**src/logic/readout_pkg.sv**
```systemverilog
`default_nettype none

package readout_pkg;

    localparam int BIN_WIDTH = 19;
    localparam int BCD_DIGITS = 6;
    localparam int CNT_WIDTH = $clog2(BIN_WIDTH);
    localparam logic [CNT_WIDTH-1:0] LAST_SHIFT = CNT_WIDTH'(BIN_WIDTH - 1);

    typedef logic [BIN_WIDTH-1:0] bin_t; // two's complement sample.
    typedef logic [BCD_DIGITS*4-1:0] bcd_t; // digit 0 sits in the low nibble.

    typedef enum logic [1:0] {
        CONV_IDLE,
        CONV_SHIFT,
        CONV_ADD,
        CONV_DONE
    } conv_state_t;

    typedef enum logic [1:0] {
        ARB_IDLE,
        ARB_START,
        ARB_WAIT
    } arb_state_t;

    typedef enum logic [1:0] {
        CHAN_EMPTY,
        CHAN_REQUEST,
        CHAN_HOLD
    } chan_state_t;

endpackage

`default_nettype wire

```
**src/logic/display_pkg.sv**
```systemverilog
`default_nettype none

package display_pkg;

    localparam int DIGIT_POSITIONS = 7;
    localparam int SCAN_TICKS = 4; // short so a full scan fits in a simulation.
    localparam int POS_WIDTH = $clog2(DIGIT_POSITIONS);
    localparam int TICK_WIDTH = $clog2(SCAN_TICKS);
    localparam logic [POS_WIDTH-1:0] SIGN_POS = POS_WIDTH'(DIGIT_POSITIONS - 1);
    localparam logic [TICK_WIDTH-1:0] LAST_TICK = TICK_WIDTH'(SCAN_TICKS - 1);

    typedef logic [6:0] seg_t; // bit 0 is segment a and bit 6 is segment g.
    typedef logic [DIGIT_POSITIONS-1:0] digit_sel_t; // one-hot, bit 6 is the sign.

    localparam seg_t SEG_TABLE [10] = '{
        7'h3f, // 0
        7'h06, // 1
        7'h5b, // 2
        7'h4f, // 3
        7'h66, // 4
        7'h6d, // 5
        7'h7d, // 6
        7'h07, // 7
        7'h7f, // 8
        7'h6f  // 9
    };

    localparam seg_t SEG_MINUS = 7'h40;
    localparam seg_t SEG_BLANK = 7'h00;

endpackage

`default_nettype wire

```
**src/logic/conv_if.sv**
```systemverilog
`timescale 1ns/1ps
`default_nettype none

interface conv_if;

    logic req; // level from a channel, a single-cycle start toward the converter.
    readout_pkg::bin_t value;
    readout_pkg::bcd_t bcd;
    logic negative;
    logic ready;

    modport client (
        output req,
        output value,
        input  bcd,
        input  negative,
        input  ready
    );

    modport server (
        input  req,
        input  value,
        output bcd,
        output negative,
        output ready
    );

endinterface

`default_nettype wire

```
**src/logic/bin_to_bcd.sv**
```systemverilog
`timescale 1ns/1ps
`default_nettype none

module bin_to_bcd (
    input  logic   clk,
    input  logic   reset,
    conv_if.server conv
);

    readout_pkg::conv_state_t state;
    readout_pkg::bin_t mag;
    readout_pkg::bcd_t bcd;
    logic negative;
    logic [readout_pkg::CNT_WIDTH-1:0] shift_cnt;

    always_ff @(posedge clk or posedge reset) begin
        if (reset) begin
            state <= readout_pkg::CONV_IDLE;
            shift_cnt <= '0;
        end else begin
            case (state)
                readout_pkg::CONV_IDLE: begin
                    shift_cnt <= '0;
                    if (conv.req) begin
                        state <= readout_pkg::CONV_SHIFT;
                    end
                end
                readout_pkg::CONV_SHIFT: begin
                    shift_cnt <= shift_cnt + 1'b1;
                    if (shift_cnt == readout_pkg::LAST_SHIFT) begin
                        state <= readout_pkg::CONV_DONE; // no add after the last shift.
                    end else begin
                        state <= readout_pkg::CONV_ADD;
                    end
                end
                readout_pkg::CONV_ADD: begin
                    state <= readout_pkg::CONV_SHIFT;
                end
                readout_pkg::CONV_DONE: begin
                    state <= readout_pkg::CONV_IDLE;
                end
                default: begin
                    state <= readout_pkg::CONV_IDLE;
                end
            endcase
        end
    end

    // the magnitude of the most negative sample still fits as an unsigned value.
    always_ff @(posedge clk) begin
        if (state == readout_pkg::CONV_IDLE && conv.req) begin
            if (conv.value[readout_pkg::BIN_WIDTH-1]) begin
                mag <= ~conv.value + 1'b1;
            end else begin
                mag <= conv.value;
            end
        end else if (state == readout_pkg::CONV_SHIFT) begin
            mag <= {mag[readout_pkg::BIN_WIDTH-2:0], 1'b0};
        end
    end

    always_ff @(posedge clk or posedge reset) begin
        if (reset) begin
            bcd <= '0;
            negative <= 1'b0;
        end else begin
            case (state)
                readout_pkg::CONV_IDLE: begin
                    if (conv.req) begin
                        bcd <= '0;
                        negative <= conv.value[readout_pkg::BIN_WIDTH-1];
                    end
                end
                readout_pkg::CONV_SHIFT: begin
                    bcd <= {bcd[readout_pkg::BCD_DIGITS*4-2:0], mag[readout_pkg::BIN_WIDTH-1]};
                end
                readout_pkg::CONV_ADD: begin
                    for (int i = 0; i < readout_pkg::BCD_DIGITS; i++) begin
                        if (bcd[i*4 +: 4] > 4'd4) begin
                            bcd[i*4 +: 4] <= bcd[i*4 +: 4] + 4'd3;
                        end
                    end
                end
                default: begin
                    bcd <= bcd;
                end
            endcase
        end
    end

    assign conv.bcd = bcd;
    assign conv.negative = negative;
    assign conv.ready = (state == readout_pkg::CONV_DONE); // one cycle per conversion.

endmodule

`default_nettype wire

```
**src/logic/conv_arbiter.sv**
```systemverilog
`timescale 1ns/1ps
`default_nettype none

module conv_arbiter (
    input  logic   clk,
    input  logic   reset,
    conv_if.server chan_a,
    conv_if.server chan_b,
    conv_if.client conv
);

    readout_pkg::arb_state_t state;
    logic last_b; // owner during a conversion and last served afterwards.
    logic done;

    always_ff @(posedge clk or posedge reset) begin
        if (reset) begin
            state <= readout_pkg::ARB_IDLE;
            last_b <= 1'b1; // channel a wins the first tie.
        end else begin
            case (state)
                readout_pkg::ARB_IDLE: begin
                    if (chan_a.req || chan_b.req) begin
                        state <= readout_pkg::ARB_START;
                        if (chan_a.req && chan_b.req) begin
                            last_b <= !last_b;
                        end else begin
                            last_b <= chan_b.req;
                        end
                    end
                end
                readout_pkg::ARB_START: begin
                    state <= readout_pkg::ARB_WAIT;
                end
                readout_pkg::ARB_WAIT: begin
                    if (conv.ready) begin
                        state <= readout_pkg::ARB_IDLE;
                    end
                end
                default: begin
                    state <= readout_pkg::ARB_IDLE;
                end
            endcase
        end
    end

    assign conv.req = (state == readout_pkg::ARB_START);
    assign conv.value = last_b ? chan_b.value : chan_a.value;

    assign done = (state == readout_pkg::ARB_WAIT) && conv.ready;
    assign chan_a.ready = done && !last_b;
    assign chan_b.ready = done && last_b;

    // only the channel that sees ready takes the result.
    assign chan_a.bcd = conv.bcd;
    assign chan_a.negative = conv.negative;
    assign chan_b.bcd = conv.bcd;
    assign chan_b.negative = conv.negative;

endmodule

`default_nettype wire

```
**src/logic/readout_channel.sv**
```systemverilog
`timescale 1ns/1ps
`default_nettype none

module readout_channel (
    input  logic              clk,
    input  logic              reset,
    input  logic              sample,
    input  readout_pkg::bin_t value,
    conv_if.client            conv,
    output readout_pkg::bcd_t bcd,
    output logic              negative,
    output logic              update
);

    readout_pkg::chan_state_t state;
    readout_pkg::bin_t req_value;
    readout_pkg::bin_t pending_value;
    logic pending;
    logic load_req;
    logic stored;

    // a fresh strobe takes priority over the waiting sample.
    assign load_req = (state != readout_pkg::CHAN_REQUEST) && (sample || pending);
    assign stored = (state == readout_pkg::CHAN_REQUEST) && conv.ready;

    always_ff @(posedge clk or posedge reset) begin
        if (reset) begin
            state <= readout_pkg::CHAN_EMPTY;
            pending <= 1'b0;
        end else begin
            if (load_req) begin
                state <= readout_pkg::CHAN_REQUEST;
                pending <= 1'b0;
            end else if (state == readout_pkg::CHAN_REQUEST) begin
                if (sample) begin
                    pending <= 1'b1;
                end
                if (conv.ready) begin
                    state <= readout_pkg::CHAN_HOLD;
                end
            end
        end
    end

    always_ff @(posedge clk) begin
        if (load_req) begin
            req_value <= sample ? value : pending_value;
        end
        if (state == readout_pkg::CHAN_REQUEST && sample) begin
            pending_value <= value; // only the newest waiting sample is kept.
        end
    end

    always_ff @(posedge clk or posedge reset) begin
        if (reset) begin
            bcd <= '0;
            negative <= 1'b0;
            update <= 1'b0;
        end else begin
            update <= stored;
            if (stored) begin
                bcd <= conv.bcd;
                negative <= conv.negative;
            end
        end
    end

    assign conv.req = (state == readout_pkg::CHAN_REQUEST);
    assign conv.value = req_value;

endmodule

`default_nettype wire

```
**src/logic/segment_scanner.sv**
```systemverilog
`timescale 1ns/1ps
`default_nettype none

module segment_scanner (
    input  logic                    clk,
    input  logic                    reset,
    input  logic                    display_sel,
    input  readout_pkg::bcd_t       bcd_a,
    input  readout_pkg::bcd_t       bcd_b,
    input  logic                    negative_a,
    input  logic                    negative_b,
    output display_pkg::seg_t       seg,
    output display_pkg::digit_sel_t digit_en
);

    logic [display_pkg::TICK_WIDTH-1:0] tick;
    logic [display_pkg::POS_WIDTH-1:0] pos;
    readout_pkg::bcd_t bcd_sel;
    logic negative_sel;
    logic [3:0] digit;

    always_ff @(posedge clk or posedge reset) begin
        if (reset) begin
            tick <= '0;
            pos <= '0;
        end else if (tick == display_pkg::LAST_TICK) begin
            tick <= '0;
            if (pos == display_pkg::SIGN_POS) begin
                pos <= '0;
            end else begin
                pos <= pos + 1'b1;
            end
        end else begin
            tick <= tick + 1'b1;
        end
    end

    assign bcd_sel = display_sel ? bcd_b : bcd_a;
    assign negative_sel = display_sel ? negative_b : negative_a;
    assign digit = 4'(bcd_sel >> (pos * 4)); // the sign position reads past the digits.

    always_comb begin
        if (pos == display_pkg::SIGN_POS) begin
            seg = negative_sel ? display_pkg::SEG_MINUS : display_pkg::SEG_BLANK;
        end else if (digit > 4'd9) begin
            seg = display_pkg::SEG_BLANK;
        end else begin
            seg = display_pkg::SEG_TABLE[digit];
        end
    end

    assign digit_en = display_pkg::digit_sel_t'(1) << pos;

endmodule

`default_nettype wire

```
**src/logic/readout_top.sv**
```systemverilog
`timescale 1ns/1ps
`default_nettype none

module readout_top (
    input  logic                    clk,
    input  logic                    reset,
    input  logic                    sample_a,
    input  logic                    sample_b,
    input  readout_pkg::bin_t       value_a,
    input  readout_pkg::bin_t       value_b,
    input  logic                    display_sel,
    output readout_pkg::bcd_t       bcd_a,
    output readout_pkg::bcd_t       bcd_b,
    output logic                    negative_a,
    output logic                    negative_b,
    output logic                    update_a,
    output logic                    update_b,
    output display_pkg::seg_t       seg,
    output display_pkg::digit_sel_t digit_en
);

    conv_if chan_a_if ();
    conv_if chan_b_if ();
    conv_if conv_link_if (); // carries a start pulse instead of a level.

    readout_channel chan_a_i (
        .clk      (clk),
        .reset    (reset),
        .sample   (sample_a),
        .value    (value_a),
        .conv     (chan_a_if),
        .bcd      (bcd_a),
        .negative (negative_a),
        .update   (update_a)
    );

    readout_channel chan_b_i (
        .clk      (clk),
        .reset    (reset),
        .sample   (sample_b),
        .value    (value_b),
        .conv     (chan_b_if),
        .bcd      (bcd_b),
        .negative (negative_b),
        .update   (update_b)
    );

    conv_arbiter conv_arbiter_i (
        .clk    (clk),
        .reset  (reset),
        .chan_a (chan_a_if),
        .chan_b (chan_b_if),
        .conv   (conv_link_if)
    );

    bin_to_bcd bin_to_bcd_i (
        .clk   (clk),
        .reset (reset),
        .conv  (conv_link_if)
    );

    segment_scanner segment_scanner_i (
        .clk         (clk),
        .reset       (reset),
        .display_sel (display_sel),
        .bcd_a       (bcd_a),
        .bcd_b       (bcd_b),
        .negative_a  (negative_a),
        .negative_b  (negative_b),
        .seg         (seg),
        .digit_en    (digit_en)
    );

endmodule

`default_nettype wire

```
**config.mk**
```make
export PLATFORM = sky130hd
export DESIGN_NAME = readout_top
export DESIGN_NICKNAME = d
export VERILOG_FILES = /design/src/logic/readout_pkg.sv /design/src/logic/display_pkg.sv /design/src/logic/conv_if.sv /design/src/logic/bin_to_bcd.sv /design/src/logic/conv_arbiter.sv /design/src/logic/readout_channel.sv /design/src/logic/segment_scanner.sv /design/src/logic/readout_top.sv
export SDC_FILE = /design/constraint.sdc
export NUM_CORES = 1
export LEC_CHECK = 0
export BUFFER_PORTS_ARGS = -buffer_cell sky130_fd_sc_hd__buf_2
export CAP_MARGIN = 20
export CORE_MARGIN = 1.5
export CORE_UTILIZATION = 47
export DETAILED_ROUTE_END_ITERATION = 12
export HOLD_SLACK_MARGIN = 0.12
export PLACE_DENSITY_LB_ADDON = 0.08
export SYNTH_ARGS = -nofsm -noshare
export SYNTH_HDL_FRONTEND = slang
export SYNTH_SLANG_ARGS = --single-unit
```
**constraint.sdc**
```tcl
create_clock -name clk -period 3.1 [get_ports clk]
set_input_delay 0.465 -clock clk [delete_from_list [all_inputs] [get_ports clk]]
set_output_delay 0.465 -clock clk [all_outputs]
set_load 0.005 [all_outputs]
```
# After elaboration in Yosys (flattened, before gate mapping)
# Memory sizes are Yosys's and may differ from the RTL's.
# Cells that the tools add are included.
[word_totals]
ff_bits = 193
romBits = 112
input_bits = 43
out_inout_bits = 66
word_cells = 154
n_memories = 1
[op_classes]
add_sub_neg = 10
n_lt_le_gt_ge = 8
n_eq_ne = 21
n_shift = 2
n_mux = 43
bitwise_logic = 2
n_reduce_logical = 39
[memory_table]
columns = ["name", "depth", "width", "rd", "rd_ports_with_merged_regs", "wr", "line", "source"]
rows = [
  ["(name not given)", 16, 7, 1, 0, 0, "segment_scanner.sv:48", "seg = display_pkg::SEG_TABLE[digit];"],
]
[ops]
columns = ["op", "count"]
rows = [
  ["19-bit two-way mux", 6],
  ["24-bit case mux with 3 select lines", 1],
  ["24-bit two-way mux", 2],
  ["7-bit two-way mux", 5],
  ["4-bit by 2-bit adder with 4-bit output (second input constant)", 6],
  ["4-bit by 3-bit > comparator with 1-bit output (second input constant)", 6],
  ["4-bit two-way mux", 6],
  ["24-bit by 5-bit right shift with 4-bit output", 1],
  ["2-bit by 1-bit != test with 1-bit output (second input constant)", 11],
  ["2-bit two-way mux", 10],
  ["19-bit by 1-bit adder with 19-bit output (second input constant)", 1],
  ["19-bit NOT", 1],
  ["3-bit AND reduction", 6],
  ["2-bit nonzero test", 8],
  ["2-bit AND reduction", 7],
  ["1-bit logical AND", 11],
  ["5-bit case mux with 2 select lines", 1],
  ["1-bit two-way mux", 9],
  ["2-bit by 1-bit == test with 1-bit output (second input constant)", 4],
  ["2-bit == test (second input constant)", 4],
  ["2-bit case mux with 4 select lines", 1],
  ["1-bit by 3-bit left shift with 7-bit output (first input constant)", 1],
  ["2-bit case mux with 3 select lines", 1],
  ["5-bit by 1-bit adder with 5-bit output (second input constant)", 1],
  ["12 further kinds", 15],
]

# Longest topological paths before layout
[depth]
word_depth = 8
mapped_depth = 11
mapped_depth_nobuf = 9

# Hierarchy
# A second synthesis with hierarchy kept.
[hier_totals]
hier_cells = 778
area_unflattened_um2 = 9988.3
[modules_own_cells]
columns = ["module", "instances", "cells_each", "area_per_inst_um2", "seq_area_each_um2"]
rows = [
  ["readout_channel", 2, 126, 2546.2, 1866.8],
  ["bin_to_bcd", 1, 346, 3136.8, 1371.3],
  ["segment_scanner", 1, 95, 991.0, 125.1],
  ["conv_arbiter", 1, 85, 768.2, 76.3],
]

# Worst setup path before layout
# OpenSTA, ideal clock, no wires.
[synth_timing]
path_kind = "input -> output"
from = "in display_sel"
to = "out seg[0]"
arrival_ns = 2.519
t_required_ns = 2.635
path_slack_ns = 0.116
stages = 10
path_cell_list = "buf_6 > buf_2 > mux2_2 > a221oi_1 > o21ai_0 > nand2_1 > ha_1 > o21ai_0 > a41o_1 > a311oi_1"
[synth_between]
elab_chain_cells = 8
elab_cells_between_ends = 9
classes_between = "1 x order compare; 1 x shift; 5 x mux; 1 x bitwise; 1 x memory"
[synth_lines]
columns = ["item", "line", "source"]
rows = [
  ["from (decl)", "readout_top.sv:11", "input logic display_sel,"],
  ["24-bit two-way mux (*)", "segment_scanner.sv:38", "assign bcd_sel = display_sel ? bcd_b : bcd_a;"],
  ["24-bit by 5-bit right shift with 4-bit output (*)", "segment_scanner.sv:40", "assign digit = 4'(bcd_sel >> (pos * 4));"],
  ["4-bit NOT with 5-bit output (not written as such)", "segment_scanner.sv:48", ""],
  ["memory 16 x 7 bit", "n/a", ""],
  ["7-bit two-way mux (not written as such) (2 in a row)", "segment_scanner.sv:48", ""],
  ["7-bit two-way mux (*)", "segment_scanner.sv:45", "end else if (digit > 4'd9) begin"],
  ["7-bit two-way mux (*)", "segment_scanner.sv:43", "if (pos == display_pkg::SIGN_POS) begin"],
  ["to (decl)", "readout_top.sv:18", "output display_pkg::seg_t seg,"],
]
# Mark *: on every way between the ends. The rest lies on a longest branch, timed or not. The select of a mux whose other input is x is not followed.

# Worst setup path in the final report
[layout_timing]
from = "reg segment_scanner_i.pos[0] (netlist bit)"
to = "out seg[5]"
[layout_between]
elab_chain_cells = 7
elab_cells_between_ends = 9
classes_between = "1 x order compare; 1 x eq/ne; 1 x shift; 4 x mux; 1 x bitwise; 1 x memory"
[layout_lines]
columns = ["item", "line", "source"]
rows = [
  ["from (decl)", "segment_scanner.sv:17", "logic [display_pkg::POS_WIDTH-1:0] pos;"],
  ["from (signal assigned)", "segment_scanner.sv:31", "pos <= pos + 1'b1;"],
  ["24-bit by 5-bit right shift with 4-bit output", "segment_scanner.sv:40", ""],
  ["4-bit NOT with 5-bit output (not written as such)", "segment_scanner.sv:48", ""],
  ["memory 16 x 7 bit", "n/a", ""],
  ["7-bit two-way mux (not written as such) (2 in a row)", "segment_scanner.sv:48", ""],
  ["7-bit two-way mux", "segment_scanner.sv:45", ""],
  ["7-bit two-way mux (*)", "segment_scanner.sv:43", ""],
]
# Marks and branches as above.

==> impl_metrics.prom <==
# TYPE chip_impl_metric gauge
chip_impl_metric{name="number_of_setup_violations_in_the_final_report",unit=""} 7
chip_impl_metric{name="asyncSetResetFlopFracSynth",unit="%"} 50.78
chip_impl_metric{name="power.leakage",unit="nW"} 4.759
chip_impl_metric{name="timing.reg2reg.worst_path_depth",unit=""} 6
chip_impl_metric{name="cts_hold_repair.buffers",unit=""} 0
chip_impl_metric{name="period_minus_slack",unit="ns"} 3.253
chip_impl_metric{name="floorplan.die.height",unit="um"} 144.3
chip_impl_metric{name="yosysWarningCount",unit=""} 0
chip_impl_info{name="setup_repair_after_global_routing_missed_its_margin",value="true"} 1
chip_impl_metric{name="dpl.hpwl",unit="um"} 15060
chip_impl_info{name="worstSetupPathType",value="reg2out"} 1
chip_impl_metric{name="r2r_slack",unit="ns"} 0.66
chip_impl_metric{name="die_w",unit="um"} 144.3
chip_impl_info{name="setup.worst_path.start",value="segment_scanner_i.pos[0]"} 1
chip_impl_metric{name="die_area",unit="um^2"} 20810
chip_impl_metric{name="drive_gt1_share",unit="%"} 34.11
chip_impl_metric{name="first_pass_iters",unit=""} 5
chip_impl_metric{name="post-layout-total-power",unit="mW"} 9.483
chip_impl_metric{name="grt_max_degree",unit=""} 61
chip_impl_metric{name="normalized_max_slew_margin",unit="%"} 43.51
chip_impl_metric{name="pwr-share-clk",unit="%"} 22.8
chip_impl_metric{name="synth_fp_nets",unit=""} 837
chip_impl_metric{name="synth-edff-count",unit=""} 95
chip_impl_metric{name="power.ir.vdd_worst",unit="uV"} 466.0
chip_impl_metric{name="slew_viol_final",unit=""} 0
chip_impl_metric{name="finalNetCount",unit=""} 958
chip_impl_metric{name="layout.core_utilization",unit="%"} 56.75
chip_impl_metric{name="final.period_utilization",unit="%"} 104.9
chip_impl_info{name="cts_root_buf",value="sky130_fd_sc_hd__clkbuf_16"} 1
chip_impl_info{name="critical_path.endpoint_type",value="output pin"} 1
chip_impl_metric{name="final.fill_count",unit=""} 1635
chip_impl_metric{name="max-cap-violations",unit=""} 0
chip_impl_metric{name="drt-initial-drc-count",unit=""} 366
chip_impl_metric{name="syn2layout_area_growth",unit="%"} 18.16
chip_impl_info{name="worstReg2RegEnd",value="bin_to_bcd_i.mag[16]"} 1
chip_impl_metric{name="timing.final.ws_setup",unit="ns"} -0.1525
chip_impl_metric{name="crit_required",unit="ns"} 2.63
chip_impl_metric{name="globalplace.congestion",unit=""} 0.8410
chip_impl_metric{name="clkSlewWorstSetupHoldPaths",unit="ns"} 0.06
chip_impl_metric{name="drt-wirelength-per-cell",unit="um"} 18.32
chip_impl_info{name="post-synth-top-area-cell",value="sky130_fd_sc_hd__edfxtp_1"} 1
chip_impl_metric{name="synthesis.instances",unit=""} 767
chip_impl_metric{name="grtUsageMet2",unit="%"} 37.22
chip_impl_metric{name="global_route.usage.met1",unit="%"} 26.50
chip_impl_info{name="failed_checks",value="setup timing"} 1
chip_impl_metric{name="cts_max_path_buffers",unit=""} 2
chip_impl_info{name="primary_ff_master_synth",value="sky130_fd_sc_hd__dfrtp_1"} 1
chip_impl_info{name="clock_tree_from_tritoncts",value="done"} 1
chip_impl_metric{name="count_of_final_hold_check_violations",unit=""} 0
chip_impl_metric{name="synth_top_cell_area_share",unit="%"} 30.42
chip_impl_metric{name="core_region_area",unit="um^2"} 19530
chip_impl_metric{name="arrival",unit="ns"} 2.79
chip_impl_metric{name="largest_clock_skew_in_the_final_design",unit="ns"} 0.01191
chip_impl_metric{name="vias_in_the_first_global_route",unit=""} 6634
chip_impl_metric{name="power.switching",unit="mW"} 3.384
chip_impl_info{name="worstSetupEndpoint",value="seg[5]"} 1
chip_impl_info{name="busiest_layer",value="met2"} 1
chip_impl_metric{name="numCtsBuffers",unit=""} 17
chip_impl_metric{name="clk_latency",unit="ns"} 0.43
chip_impl_metric{name="wire_length_reported_by_the_detailed_router",unit="um"} 21340
chip_impl_metric{name="route.detailed.drc",unit=""} 0
chip_impl_metric{name="post_synth_instance_area",unit="um^2"} 9379
chip_impl_metric{name="p_seq_share",unit="%"} 42.5
chip_impl_metric{name="ys_seq_area_share",unit="%"} 56.58
chip_impl_metric{name="antennaDiodeCount",unit=""} 0
chip_impl_metric{name="cellInternalPower",unit="mW"} 6.099
chip_impl_metric{name="synth_area_per_cell",unit="um^2"} 12.23
chip_impl_metric{name="final.setup.tns",unit="ns"} -0.8213
chip_impl_metric{name="io_pins",unit=""} 109
chip_impl_metric{name="antenna_found_initial",unit=""} 0
chip_impl_metric{name="cp_max_fo",unit=""} 6
chip_impl_metric{name="worst_slew_pin_slew",unit="ns"} 0.8474
chip_impl_metric{name="grt_first_pass_wirelength",unit="um"} 34190
chip_impl_metric{name="place.port_buffers",unit=""} 108
chip_impl_metric{name="rows",unit=""} 51
chip_impl_info{name="rr_startpoint",value="conv_arbiter_i.last_b"} 1
chip_impl_metric{name="achievable-frequency",unit="MHz"} 307.5
chip_impl_metric{name="yosysUniqueCellTypes",unit=""} 61
chip_impl_metric{name="overflow_left_after_global_routing",unit=""} 0
chip_impl_metric{name="tritoncts_num_sinks",unit=""} 193
chip_impl_metric{name="route.antenna.remaining_nets",unit=""} 0
chip_impl_info{name="layout_commonest_cell",value="sky130_fd_sc_hd__buf_2"} 1
chip_impl_metric{name="power_frac_comb",unit="%"} 34.7
chip_impl_metric{name="power-per-cell-area",unit="nW/um^2"} 855.7
chip_impl_metric{name="final_cell_area",unit="um^2"} 11080
chip_impl_metric{name="placedInstanceArea",unit="um^2"} 10220
chip_impl_info{name="start_kind",value="flop"} 1
chip_impl_metric{name="vias",unit=""} 6517
chip_impl_metric{name="htree_levels",unit=""} 4
chip_impl_metric{name="netSwitchingFraction",unit="%"} 35.69
chip_impl_metric{name="vias_per_cell",unit=""} 5.594
chip_impl_info{name="outcome",value="finished, violations left"} 1
chip_impl_info{name="hold_class",value="in2async"} 1
chip_impl_metric{name="globalRouteTotalUtil",unit="%"} 21.60
chip_impl_info{name="synth.area.top_cells",value="sky130_fd_sc_hd__edfxtp_1, sky130_fd_sc_hd__dfrtp_1, sky130_fd_sc_hd__mux2_2"} 1
chip_impl_metric{name="postSynthRegisterBits",unit=""} 193
chip_impl_metric{name="start_util",unit="%"} 48.03
chip_impl_info{name="layout.cells.most_common_list",value="sky130_fd_sc_hd__buf_2, sky130_fd_sc_hd__edfxtp_1, sky130_fd_sc_hd__dfrtp_1, sky130_fd_sc_hd__mux2_2, sky130_fd_sc_hd__nand2_1"} 1
chip_impl_metric{name="met3_usage",unit="%"} 3.775
==> cells by family after synthesis <==
kind of cell / count (synthesis) / synth area share [%]
compound gates: 165 / 11.74
xor+xnor: 22 / 2.054
fa+ha+maj: 27 / 3.602
buf+inv: 72 / 3.255
flops: 193 / 56.58
mux: 117 / 14.35
simple gates: 171 / 8.418
==> per-stage QoR <==
step / cells / setup WS, ns / hold WS [ns]
2_1_floorplan: 767 / 0.07458 / 0.4031
3_3_place_gp: 1118 / 0.06329 / 0.4144
3_5_place_dp: 1118 / -0.08409 / 0.4201
4_1_cts: 1161 / -0.1353 / 0.1992
5_1_grt: 1165 / -0.2451 / 0.2054
6_report: 1165 / -0.1525 / 0.1707
==> flip-flops by register name, summed over array words and instances, names as in the netlist, 2 cells and up <==
| name | count |
|---|---|
| segment_scanner_i.tick | 2 |
| chan_b_i.bcd | 24 |
| chan_a_i.state | 2 |
| bin_to_bcd_i.mag | 19 |
| bin_to_bcd_i.shift_cnt | 5 |
| bin_to_bcd_i.state | 2 |
| chan_a_i.bcd | 24 |
| segment_scanner_i.pos | 3 |
| chan_b_i.state | 2 |
| conv_arbiter_i.state | 2 |
| chan_b_i.pending_value | 19 |
| chan_b_i.conv.value | 19 |
| chan_a_i.pending_value | 19 |
| chan_a_i.conv.value | 19 |
| bin_to_bcd_i.conv.bcd | 24 |
==> power by group through the flow <==
stage / sequential (mW) / clock, mW / combinational [mW]
floorplan: 3.90 / 0 / 2.28
global placement: 4.04 / 0 / 3.03
detailed placement: 4.08 / 0 / 3.17
CTS: 4.04 / 2.20 / 3.25
global route: 4.12 / 2.30 / 3.68
finish: 4.03 / 2.16 / 3.29
==> area by class of cell <==
| cell class | count | area (um^2) | share of cell area [%] |
|---|---|---|---|
| clock buffers | 24 | 503.0 | 4.539 |
| clock inverters | 7 | 73.82 | 0.6661 |
| inverters | 33 | 126.4 | 1.140 |
| multi-input cells | 502 | 3913 | 35.31 |
| flip-flops and latches | 193 | 5310 | 47.92 |
| well taps | 265 | 331.6 | 2.992 |
| repair buffers | 141 | 824.5 | 7.440 |
==> synth_stat cells, types with 14 or more instances <==
master,number
sky130_fd_sc_hd__a21oi_1,15
sky130_fd_sc_hd__mux2_2,89
sky130_fd_sc_hd__mux2i_1,21
sky130_fd_sc_hd__nor2_1,32
sky130_fd_sc_hd__ha_1,27
sky130_fd_sc_hd__o21ai_0,74
sky130_fd_sc_hd__nand2_1,78
sky130_fd_sc_hd__dfrtp_1,97
sky130_fd_sc_hd__inv_1,32
sky130_fd_sc_hd__clkbuf_1,23
sky130_fd_sc_hd__nand3_1,14
sky130_fd_sc_hd__edfxtp_1,95
sky130_fd_sc_hd__xnor2_1,18
==> critical path: stages (launching register included) <==
cell and delay [ns]:
sky130_fd_sc_hd__dfrtp_2 0.47, sky130_fd_sc_hd__buf_6 0.15, sky130_fd_sc_hd__buf_6 0.11, sky130_fd_sc_hd__or2_4 0.25, sky130_fd_sc_hd__o221ai_4 0.23, sky130_fd_sc_hd__nand2_4 0.12
sky130_fd_sc_hd__ha_4 0.19, sky130_fd_sc_hd__o211ai_1 0.24, sky130_fd_sc_hd__a41o_2 0.32, sky130_fd_sc_hd__buf_6 0.13, sky130_fd_sc_hd__nor2_2 0.03, sky130_fd_sc_hd__buf_2 0.13
==> layer usage <==
| layer | wire (um) | up-vias |
|---|---|---|
| met5 | 0 | - |
| met4 | 654 | 0 |
| met3 | 975 | 55 |
| met2 | 10570 | 215 |
| met1 | 9138 | 3213 |
| li1 | - | 3034 |
==> how the worst min path moves through the flow <==
| stage | end | cells past startpoint |
|---|---|---|
| after floorplan | segment_scanner_i.tick[0] | 1 |
| after global placement | segment_scanner_i.tick[0] | 1 |
| after detailed placement | segment_scanner_i.tick[0] | 1 |
| after CTS | chan_a_i.pending | 2 |
| after global routing | chan_b_i.pending_value[16] | 1 |
| final | chan_a_i.pending | 2 |
==> what timing repair did <==
item,4_1_cts,5_1_grt
buffers inserted,12,4
endpoints found under the setup margin,7,7
pin swaps,14,4
gates resized for setup,32,8
(Power assumes the default switching activity.)
